**src/hdl/lcd_pkg.sv**
```systemverilog
package lcd_pkg;

	// display setup word, msb first
	typedef struct packed {
		logic two_lines;  // N bit of function set
		logic font_5x10;  // F bit
		logic display_on;
		logic cursor_on;
		logic blink_on;
		logic increment;  // I/D bit of entry mode
		logic shift;      // S bit
	} lcd_cfg_t;

	// text writer opcodes
	typedef enum logic [1:0] {
		OP_CHAR,
		OP_CLEAR,
		OP_HOME
	} lcd_op_e;

	localparam logic [7:0] CMD_CLEAR     = 8'h01;
	localparam logic [7:0] CMD_HOME      = 8'h02;
	localparam logic [7:0] CMD_SET_DDRAM = 8'h80; // or-ed with the 7-bit address
	localparam logic [6:0] LINE2_ADDR    = 7'h40;
	localparam int         LINE_LEN      = 16;    // characters per line

	// delays in microseconds
	localparam int T_POWER_US = 500; // power-up settle
	localparam int T_SHORT_US = 50;  // most commands
	localparam int T_CLEAR_US = 200; // clear display

	// enable pulse shape for one bus transfer
	localparam int T_EHIGH_US = 13;
	localparam int T_ELOW_US  = 13;
	localparam int T_XFER_US  = 50;  // whole transfer slot

	typedef enum logic [1:0] {
		ST_POWER,
		ST_INIT,
		ST_IDLE,
		ST_XFER
	} ctrl_state_e;

endpackage

```
**src/hdl/lcd_bus_if.sv**
```systemverilog
`timescale 1ns/1ns

interface lcd_bus_if;

	logic       req;  // one-cycle strobe
	logic       rs;   // 0 command, 1 data
	logic       rw;
	logic [7:0] data;
	logic       busy; // controller still working on a transfer

	modport writer (
		output req,
		output rs,
		output rw,
		output data,
		input  busy
	);

	modport ctrl (
		input  req,
		input  rs,
		input  rw,
		input  data,
		output busy
	);

endinterface

```
**src/hdl/lcd_ctrl.sv**
```systemverilog
`timescale 1ns/1ns

module lcd_ctrl
	import lcd_pkg::*;
#(
	parameter int CLK_PER_US = 35
) (
	input  logic       clk,
	input  logic       rst,
	input  lcd_cfg_t   cfg,
	lcd_bus_if.ctrl    bus,
	output logic       e,
	output logic       rs,
	output logic       rw,
	output logic [7:0] lcd_data
);

	localparam int E_CMD_US = 10; // enable high time of an init command

	// init schedule in microseconds, each command is a pulse then its wait
	localparam int ONOFF_US = E_CMD_US + T_SHORT_US;
	localparam int CLR_US   = ONOFF_US + E_CMD_US + T_SHORT_US;
	localparam int ENTRY_US = CLR_US + E_CMD_US + T_CLEAR_US;
	localparam int DONE_US  = ENTRY_US + E_CMD_US + 2 * T_SHORT_US;

	localparam int CNT_W = $clog2(T_POWER_US * CLK_PER_US + 1); // power wait is the longest

	localparam logic [CNT_W-1:0] PWR_LAST    = CNT_W'(T_POWER_US * CLK_PER_US - 1);
	localparam logic [CNT_W-1:0] FUNC_END    = CNT_W'(E_CMD_US * CLK_PER_US);
	localparam logic [CNT_W-1:0] ONOFF_BEG   = CNT_W'(ONOFF_US * CLK_PER_US);
	localparam logic [CNT_W-1:0] ONOFF_END   = CNT_W'((ONOFF_US + E_CMD_US) * CLK_PER_US);
	localparam logic [CNT_W-1:0] CLR_BEG     = CNT_W'(CLR_US * CLK_PER_US);
	localparam logic [CNT_W-1:0] CLR_END     = CNT_W'((CLR_US + E_CMD_US) * CLK_PER_US);
	localparam logic [CNT_W-1:0] ENTRY_BEG   = CNT_W'(ENTRY_US * CLK_PER_US);
	localparam logic [CNT_W-1:0] ENTRY_END   = CNT_W'((ENTRY_US + E_CMD_US) * CLK_PER_US);
	localparam logic [CNT_W-1:0] INIT_LAST   = CNT_W'(DONE_US * CLK_PER_US - 1);

	// transfer slot, counter starts one cycle after req and e is registered
	localparam logic [CNT_W-1:0] E_RISE    = CNT_W'(CLK_PER_US - 1);
	localparam logic [CNT_W-1:0] E_FALL    = CNT_W'((1 + T_EHIGH_US) * CLK_PER_US - 1);
	localparam logic [CNT_W-1:0] XFER_LAST = CNT_W'(T_XFER_US * CLK_PER_US - 2);

	if (CLK_PER_US < 1 || 1 + T_EHIGH_US + T_ELOW_US > T_XFER_US) begin : g_bad_timing
		$error("lcd_ctrl: enable pulse does not fit in the transfer slot");
	end

	ctrl_state_e      state;
	logic [CNT_W-1:0] cnt;
	logic             init_e;
	logic [7:0]       init_data;

	// init pulse windows, data only present while e is high
	always_comb begin
		init_e    = 1'b0;
		init_data = 8'h00;
		if (cnt < FUNC_END) begin
			init_e    = 1'b1;
			init_data = {4'b0011, cfg.two_lines, cfg.font_5x10, 2'b00};
		end else if (cnt >= ONOFF_BEG && cnt < ONOFF_END) begin
			init_e    = 1'b1;
			init_data = {5'b00001, cfg.display_on, cfg.cursor_on, cfg.blink_on};
		end else if (cnt >= CLR_BEG && cnt < CLR_END) begin
			init_e    = 1'b1;
			init_data = CMD_CLEAR;
		end else if (cnt >= ENTRY_BEG && cnt < ENTRY_END) begin
			init_e    = 1'b1;
			init_data = {6'b000001, cfg.increment, cfg.shift};
		end
	end

	always_ff @(posedge clk) begin
		if (rst) begin
			state    <= ST_POWER;
			cnt      <= '0;
			bus.busy <= 1'b1; // busy through power-up and init
			e        <= 1'b0;
			rs       <= 1'b0;
			rw       <= 1'b0;
			lcd_data <= 8'h00;
		end else begin
			case (state)
				ST_POWER: begin
					if (cnt == PWR_LAST) begin
						state <= ST_INIT;
						cnt   <= '0;
					end else begin
						cnt <= cnt + 1'b1;
					end
				end
				ST_INIT: begin
					e        <= init_e;
					lcd_data <= init_data;
					if (cnt == INIT_LAST) begin
						state    <= ST_IDLE;
						cnt      <= '0;
						bus.busy <= 1'b0;
					end else begin
						cnt <= cnt + 1'b1;
					end
				end
				ST_IDLE: begin
					if (bus.req) begin
						state    <= ST_XFER;
						rs       <= bus.rs; // pins valid from next cycle
						rw       <= bus.rw;
						lcd_data <= bus.data;
						bus.busy <= 1'b1;
					end
				end
				ST_XFER: begin
					e <= (cnt >= E_RISE) && (cnt < E_FALL);
					if (cnt == XFER_LAST) begin
						state    <= ST_IDLE;
						cnt      <= '0;
						bus.busy <= 1'b0; // low exactly one slot after req
						rs       <= 1'b0;
						rw       <= 1'b0;
						lcd_data <= 8'h00;
					end else begin
						cnt <= cnt + 1'b1;
					end
				end
				default: state <= ST_POWER;
			endcase
		end
	end

	// the writer must never strobe into a running transfer
	a_req_not_busy: assert property (@(posedge clk) disable iff (rst)
		bus.req |-> !bus.busy)
		else $error("lcd_ctrl: req while busy");

	a_no_e_idle: assert property (@(posedge clk) disable iff (rst)
		state == ST_IDLE |-> !e)
		else $error("lcd_ctrl: e high in idle");

endmodule

```
**src/hdl/lcd_text_writer.sv**
```systemverilog
`timescale 1ns/1ns

module lcd_text_writer
	import lcd_pkg::*;
(
	input  logic       clk,
	input  logic       rst,
	input  logic       op_valid,
	input  lcd_op_e    op,
	input  logic [7:0] op_char,
	output logic       busy,
	lcd_bus_if.writer  bus
);

	localparam logic [3:0] LAST_COL = 4'(LINE_LEN - 1);

	logic       line;      // 0 first line, 1 second
	logic [3:0] col;
	logic       pend;      // address command still to send
	logic       op_known;
	logic       op_fire;
	logic       pend_fire;
	logic [6:0] wrap_addr;

	assign busy      = pend | bus.busy;
	assign op_known  = (op == OP_CHAR) || (op == OP_CLEAR) || (op == OP_HOME);
	assign op_fire   = op_valid & op_known & ~busy;
	assign pend_fire = pend & ~bus.busy; // first free cycle after the char
	assign wrap_addr = line ? LINE2_ADDR : 7'h00; // line already moved on

	assign bus.req = op_fire | pend_fire;
	assign bus.rw  = 1'b0; // write only

	always_comb begin
		bus.rs   = 1'b0;
		bus.data = CMD_SET_DDRAM | {1'b0, wrap_addr};
		if (!pend) begin
			case (op)
				OP_CHAR: begin
					bus.rs   = 1'b1;
					bus.data = op_char;
				end
				OP_CLEAR: bus.data = CMD_CLEAR;
				OP_HOME:  bus.data = CMD_HOME;
				default:  bus.data = 8'h00;
			endcase
		end
	end

	always_ff @(posedge clk) begin
		if (rst) begin
			line <= 1'b0;
			col  <= 4'd0;
			pend <= 1'b0;
		end else begin
			if (pend_fire) begin
				pend <= 1'b0;
			end
			if (op_fire) begin
				case (op)
					OP_CHAR: begin
						if (col == LAST_COL) begin // line full, jump to the other one
							col  <= 4'd0;
							line <= ~line;
							pend <= 1'b1;
						end else begin
							col <= col + 4'd1;
						end
					end
					OP_CLEAR, OP_HOME: begin
						line <= 1'b0;
						col  <= 4'd0;
					end
					default: ;
				endcase
			end
		end
	end

	a_op_not_busy: assert property (@(posedge clk) disable iff (rst)
		op_valid |-> !busy)
		else $error("lcd_text_writer: op_valid while busy");

endmodule

```
**src/hdl/lcd_top.sv**
```systemverilog
`timescale 1ns/1ns

module lcd_top
	import lcd_pkg::*;
#(
	parameter int CLK_PER_US = 35
) (
	input  logic       clk,
	input  logic       rst,
	input  lcd_cfg_t   cfg,
	input  logic       op_valid,
	input  lcd_op_e    op,
	input  logic [7:0] op_char,
	output logic       e,
	output logic       rs,
	output logic       rw,
	output logic [7:0] lcd_data,
	output logic       busy
);

	lcd_bus_if u_bus ();

	// busy here already covers the controller
	lcd_text_writer u_writer (
		.clk      (clk),
		.rst      (rst),
		.op_valid (op_valid),
		.op       (op),
		.op_char  (op_char),
		.busy     (busy),
		.bus      (u_bus.writer)
	);

	lcd_ctrl #(
		.CLK_PER_US (CLK_PER_US)
	) u_ctrl (
		.clk      (clk),
		.rst      (rst),
		.cfg      (cfg),
		.bus      (u_bus.ctrl),
		.e        (e),
		.rs       (rs),
		.rw       (rw),
		.lcd_data (lcd_data)
	);

endmodule

```
**config.mk**
```make
export PLATFORM = sky130hd
export DESIGN_NAME = lcd_top
export DESIGN_NICKNAME = d
export VERILOG_FILES = /design/src/hdl/lcd_pkg.sv /design/src/hdl/lcd_bus_if.sv /design/src/hdl/lcd_ctrl.sv /design/src/hdl/lcd_text_writer.sv /design/src/hdl/lcd_top.sv
export SDC_FILE = /design/constraint.sdc
export NUM_CORES = 1
export LEC_CHECK = 0
export ABC_AREA = 1
export BUFFER_PORTS_ARGS = -buffer_cell sky130_fd_sc_hd__buf_4
export CAP_MARGIN = 15
export CORE_ASPECT_RATIO = 1.25
export CORE_MARGIN = 2
export CORE_UTILIZATION = 40
export CTS_BUF_LIST = sky130_fd_sc_hd__clkbuf_2
export CTS_CLUSTER_DIAMETER = 100
export DETAILED_ROUTE_END_ITERATION = 8
export GPL_ROUTABILITY_DRIVEN = 0
export PLACE_DENSITY = 0.67
export SETUP_SLACK_MARGIN = 0.02
export SLEW_MARGIN = 20
export SYNTH_ARGS = -nofsm -noshare
export SYNTH_HDL_FRONTEND = slang
export SYNTH_SLANG_ARGS = --single-unit
```
**constraint.sdc**
```tcl
create_clock -name clk -period 3.35 [get_ports clk]
set_input_delay 0.67 -clock clk [delete_from_list [all_inputs] [get_ports clk]]
set_output_delay 0.67 -clock clk [all_outputs]
set_load 0.05 [all_outputs]
```
After elaboration in Yosys (flattened, before gate mapping)

Index checks and enable logic that the tools add are counted.

Flip-flop bits (word level): 35
Latch bits: 0
RAM bits: 0
Bits of input ports: 20
ROM bits: 0
Memories kept: 0
Logic and storage cells: 105

Shift operators: 0
Add/sub/neg operators: 2
Mux-type cells: 42
Reduce and logical (&&, ||, !) cells: 20
Divide/modulo/power cells: 0
Eq/ne operators: 14
Bitwise gates (word level): 8
Multiply operators: 0
Order comparisons: 9

Operators with widths:

| cell                                                                    | number |
|---|---|
| 8-bit two-way mux                                                       | 6 |
| 8-bit one-hot mux with 3 select lines                                   | 2 |
| 15-bit two-way mux                                                      | 3 |
| 15-bit one-hot mux with 3 select lines                                  | 1 |
| 15-bit by 9-bit < comparator with 1-bit output, second input constant   | 2 |
| 1-bit two-way mux                                                       | 16 |
| 15-bit by 1-bit adder with 15-bit output, second input constant         | 1 |
| 15-bit by 11-bit equality test with 1-bit output, second input constant | 1 |
| 15-bit by 14-bit equality test with 1-bit output, second input constant | 1 |
| 15-bit equality test, second input constant                             | 1 |
| 15-bit by 12-bit >= comparator with 1-bit output, second input constant | 1 |
| 15-bit by 13-bit >= comparator with 1-bit output, second input constant | 1 |
| 15-bit by 14-bit >= comparator with 1-bit output, second input constant | 1 |
| 15-bit by 6-bit >= comparator with 1-bit output, second input constant  | 1 |
| 15-bit by 12-bit < comparator with 1-bit output, second input constant  | 1 |
| 15-bit by 13-bit < comparator with 1-bit output, second input constant  | 1 |
| 15-bit by 14-bit < comparator with 1-bit output, second input constant  | 1 |
| 3-bit AND reduction                                                     | 3 |
| 2-bit two-way mux                                                       | 4 |
| 1-bit one-hot mux with 2 select lines                                   | 4 |
| 2-bit one-hot mux with 4 select lines                                   | 1 |
| 4-bit one-hot mux with 2 select lines                                   | 1 |
| 4-bit AND reduction                                                     | 2 |
| 7-bit two-way mux                                                       | 1 |
| 19 further kinds                                                        | 38 |

Logic depth before layout (Yosys ltp)

Depth in word-level cells: 8
Mapped depth: 13
Mapped depth without buffers: 12

Modules after synthesis

From an unflattened synthesis, not the netlist that was laid out.

Cell total of the unflattened synthesis: 396
Area, all modules: 2416.1 um2

By module, submodules not included:

| module          | instances | cells an instance | area each (um2) | sequential area each (um2) |
|---|---|---|---|---|
| lcd_ctrl        | 1         | 317               | 1895.6          | 580.6 |
| lcd_text_writer | 1         | 79                | 520.5           | 120.1 |

Worst setup path before layout

OpenSTA, ideal clock, no wires.

Kind: input port to flip-flop
From: input port op[0]
To: register u_ctrl.lcd_data[2]
Setup slack: 1567 ps
Data required time: 3232 ps
Data arrival time: 1665 ps
Cell stages on the path: 8
Library setup time: 118 ps
Cell sequence: ha_1 nor2_1 nand2_1 o211ai_2 nand3_4 buf_6 a21oi_1 a21oi_1

Longest elaborated chain between the ends: 8
Elaborated cells on any way between the ends: 14

Ends and longest elaborated chain:

| element                                                                             | RTL line                                     | text |
|---|---|---|
| start: declaration                                                                  | lcd_top.sv:12                                | `input lcd_op_e op,` |
| 2-bit by 1-bit equality test with 1-bit output or 2-bit logical NOT (tied branches) | lcd_text_writer.sv:26, lcd_text_writer.sv:38 |  |
| 1-bit logical OR (2 in series)                                                      | lcd_text_writer.sv:26                        | `assign op_known = (op == OP_CHAR) \|\| (op == OP_CLEAR) \|\| (op == OP_HOME);` |
| 1-bit AND (2 in series)                                                             | lcd_text_writer.sv:27                        | `assign op_fire = op_valid & op_known & ~busy;` |
| 1-bit OR                                                                            | lcd_text_writer.sv:31                        | `assign bus.req = op_fire \| pend_fire;` |
| 2-bit inequality test (no source line)                                              | -                                            |  |
| 3-bit AND reduction (no source line)                                                | -                                            |  |
| end signal: assignment                                                              | lcd_ctrl.sv:92                               | `lcd_data <= init_data;` |
| end signal: assignment                                                              | lcd_ctrl.sv:106                              | `lcd_data <= bus.data;` |
| end: declaration                                                                    | lcd_ctrl.sv:15                               | `output logic [7:0] lcd_data` |

Parallel ways exist; a longest one is shown, timed or not. The select of a mux whose other input is x is not followed.
A chain may end at the register's enable or synchronous reset.

Final worst setup path

From: register u_ctrl.cnt[1]
To: register u_ctrl.cnt[7]

Longest elaborated chain between the ends: 3
Elaborated cells on any way between the ends: 8

Ends and longest elaborated chain:

| element                                                          | RTL line                                        | text |
|---|---|---|
| start: declaration                                               | lcd_ctrl.sv:48                                  | `logic [CNT_W-1:0] cnt;` |
| start signal: assignment                                         | lcd_ctrl.sv:87                                  | `cnt <= cnt + 1'b1;` |
| start signal: assignment                                         | lcd_ctrl.sv:98                                  | `cnt <= cnt + 1'b1;` |
| start signal: assignment                                         | lcd_ctrl.sv:120                                 | `cnt <= cnt + 1'b1;` |
| 15-bit by 1-bit adder with 15-bit output (tied with other cells) | lcd_ctrl.sv:87, lcd_ctrl.sv:98, lcd_ctrl.sv:120 |  |
| 15-bit two-way mux, on equally long branches                     | lcd_ctrl.sv:112, lcd_ctrl.sv:83, lcd_ctrl.sv:93 |  |
| 15-bit one-hot mux with 3 select lines *                         | lcd_ctrl.sv:81                                  | `case (state)` |

Mark *: on every way between the ends. The rest lies on a longest branch, timed or not.

==> summary.txt <==
Hold path
  • Worst min-delay path class: reg -> reg

Setup path
  • RR Startpoint: u_ctrl.cnt[1]
  • Critical path's largest stage delay: 550 ps
  • Worst path cell trace: ha_1 > nand2_1 > nor2_1 > nand2_1 > nand2_1 > nand3_2 > o21ai_2 > nand2_2 > nand2_2 > nor2_1
  • Slowest cell on crit path: dfxtp_1
  • Crit path buf inv count: 0
  • Reg-to-reg setup timing slack: 1320 ps
  • Reg2reg path depth: 10
  • CP max FO: 11
  • Stages on the worst setup path: 10
  • Critical Path Source: u_ctrl.cnt[1]
  • Worst Path Required: 3640 ps
  • Critical Path Sink: u_ctrl.cnt[7]
  • Type of origin of the critical path: register
  • CP dominant cell by count: nand2_1
  • Worst setup EP type: register
  • Reg-to-reg critical path endpoint: u_ctrl.cnt[7]
  • Delay-heaviest family, CP: simple AND/OR/NAND/NOR gates
  • CP arrival: 2320 ps
  • CP Class: reg -> reg

Layout
  • Commonest non-fill, non-tap cells in the layout: 80 x nand2_1, 51 x nor2_1, 44 x inv_1, 34 x dfxtp_1, 30 x buf_4
  • Final nets: 417
  • Antenna cells: 0
  • Most common cell after layout, fill and taps aside: nand2_1
  • Area Growth Syn to Fin: 11.6%
  • Layout cells sized above 1: 18.1%
  • Final Cell Area: 0.00268 mm²
  • Fillers: 623

Global route
  • GRT Total Usage: 19.2%
  • Initial antenna violation count: 0
  • Vias in the first global route: 2239
  • Largest net degree at the start of global routing: 16
  • First-pass GRT wire length: 10100 µm
  • Gr ovfl total: 0

Power and ir drop
  • Design Power: 1.31 mW
  • Peak VDD IR: 327 µV
  • Net load switching power: 0.557 mW
  • Reg power frac: 40.1%
  • Clock Power Share: 21.1%
  • Internal power: 0.753 mW
  • Switching Fraction: 42.5%
  • Comb pwr share: 38.9%
  • Leakage: 1.17 nW
  • Power density over cell area: 489 mW/mm²

Floorplan
  • I/O Pins: 32
  • Starting Density: 41.5%
  • CORE AREA: 0.00578 mm²
  • Rows: 31
  • Die ar.: 0.00664 mm²
  • Die Y: 90.6 µm
  • Width of the chip: 73.3 µm

Synthesis
  • Number of synthesized register bits: 34
  • Synth Cell Area: 0.00240 mm²
  • Mean Syn Cell Area: 6.56 µm²
  • Seq/Total Area, Yosys: 28.4%
  • Cell variety after synth: 41
  • Syn nets: 391
  • Synth Instances: 366
  • YS warnings: 0

Clock network
  • CTS tree: built
  • Clock Path Buffers: 2
  • Hold buffer count at cts: 0
  • PostCTS Resize Cnt: 0
  • CTS H-tree depth: 2
  • Clock slew at reported path FFs: 180 ps
  • CTS Buf Count: 5
  • Clk sinks: 34
  • Clock insertion delay at the later pin of the skew report: 400 ps
  • CTS root buffer: clkbuf_2
  • Setup bufs post-CTS: 0

Detailed routing
  • DRT antenna net count: 0
  • 1st-iter DRT viols: 256
  • Drt wl/cell: 12.9 µm
  • TritonRoute pass-1 iters: 4
  • DRT Wirelength: 5920 µm
  • Routed vias: 2419
  • # DRC: 0
  • Number of vias per cell: 5.27

Status
  • Status: complete, no violations

STA
  • RSZ-0062 raised after global routing: no
  • Setup TNS: 0 ps
  • Final worst path period share: 60.5%
  • Skew final: 13.3 ps
  • Final setup viols: 0
  • Fmax achieved: 0.494 GHz
  • WHS: 480 ps
  • Final hold vios: 0
  • Shortest period the worst path allows: 2030 ps
  • Slew Viols, Final: 0
  • Final worst setup slack: 1320 ps

Place
  • Hpwl dp: 4700 µm
  • Area post-placement: 0.00261 mm²
  • PortBufs: 30
  • Place WS: 1290 ps

Run
  • Max-Cap Viols: 0
[power groups by stage]
stage                     Combinational [mW]  Clock [mW]  Sequential (mW)
final                                  0.509       0.276            0.525
after global placement                 0.508           0            0.532
after global routing                   0.569       0.294            0.532
after floorplan                        0.371           0            0.586
after CTS                              0.515       0.281            0.525
after detailed placement               0.512           0            0.534
[layout make-up]
cell class                 instances  area, µm²  area share, %
clock inverter                     3       40.0           1.49
clock buffer                       5       25.0          0.934
tap                               66       82.6           3.08
inverter                          47        176           6.59
sequential                        34        681           25.4
timing repair buffer              30        225           8.41
multi-input combinational        274       1450           54.1
[cell usage after synthesis]
cell | n | share of area [%]
a211oi_1 | 3 | 0.94
a21o_1 | 1 | 0.31
a21oi_1 | 25 | 5.2
a22oi_1 | 1 | 0.31
a31oi_1 | 2 | 0.52
buf_12 | 1 | 0.83
buf_2 | 5 | 1.0
buf_4 | 1 | 0.31
buf_6 | 2 | 0.94
buf_8 | 1 | 0.63
clkbuf_1 | 1 | 0.16
clkinv_1 | 1 | 0.16
conb_1 | 1 | 0.16
dfxtp_1 | 34 | 28
ha_1 | 5 | 2.6
inv_1 | 44 | 6.9
inv_2 | 2 | 0.31
nand2_1 | 80 | 13
nand2_2 | 4 | 1.0
nand2_4 | 2 | 0.94
nand3_1 | 27 | 5.6
nand3_2 | 3 | 1.3
nand3_4 | 1 | 0.73
nand4_1 | 9 | 2.3
nand4_4 | 2 | 1.8
nor2_1 | 51 | 8.0
nor2_2 | 13 | 3.4
nor2_4 | 2 | 0.94
nor3_1 | 9 | 1.9
nor3_2 | 1 | 0.42
nor4_1 | 1 | 0.26
o211ai_1 | 2 | 0.63
o211ai_2 | 1 | 0.52
o21a_1 | 3 | 0.94
o21ai_0 | 9 | 1.9
o21ai_1 | 2 | 0.42
o21ai_2 | 1 | 0.37
o31ai_1 | 1 | 0.31
or2_1 | 1 | 0.26
or2_2 | 1 | 0.26
xor2_1 | 10 | 3.6
[cells by family (layout without fill, tap and decap cells)]
kind of cell,count (synthesis),count (layout),share of synthesized area [%]
xor+xnor,10,10,3.65
other cells,1,1,0.156
flops,34,34,28.4
simple gates,207,207,41.6
fa+ha+maj,5,5,2.61
compound gates,51,51,12.4
buf+inv,58,85,11.3
[state kept, by name (all words and copies together), names as in the netlist]
name	count
u_ctrl.cnt	15
u_writer.line	1
u_ctrl.state	2
u_ctrl.rs	1
u_writer.pend	1
u_writer.col	4
u_ctrl.lcd_data	8
u_ctrl.e	1
u_ctrl.bus.busy	1
[worst register-to-register path: stages (launching register included)]
cell,delay (ps)
dfxtp_1,550
ha_1,380
nand2_1,90
nor2_1,110
nand2_1,60
nand2_1,130
nand3_2,130
o21ai_2,80
nand2_2,70
nand2_2,280
nor2_1,70
[how the worst min path moves through the flow]
stage                         start              end  slack (ps)  cells after the start
finish                    u_ctrl.rs        u_ctrl.rs         480                      2
global route              u_ctrl.rs        u_ctrl.rs         510                      2
CTS                       u_ctrl.rs        u_ctrl.rs         480                      2
detailed placement        u_ctrl.rs        u_ctrl.rs         460                      2
global placement          u_ctrl.rs        u_ctrl.rs         450                      2
floorplan           u_writer.col[2]  u_writer.col[2]         450                      2
[per-layer routing]
layer	global-route usage, %	vias up	part of all wire [%]
met3	3.79	19	5.9
met1	24.4	1081	42
met2	30.6	87	48
met4	9.10	0	3.8
met5	0	-	0
li1	-	1232	-
[through the flow]
step	utilization, %	cells
global placement	45.2	451
CTS	46.4	459
floorplan	-	366
global route	46.4	459
finish	46.4	459
detailed placement	45.2	451
Note: power is estimated with default switching activity, not from simulation.
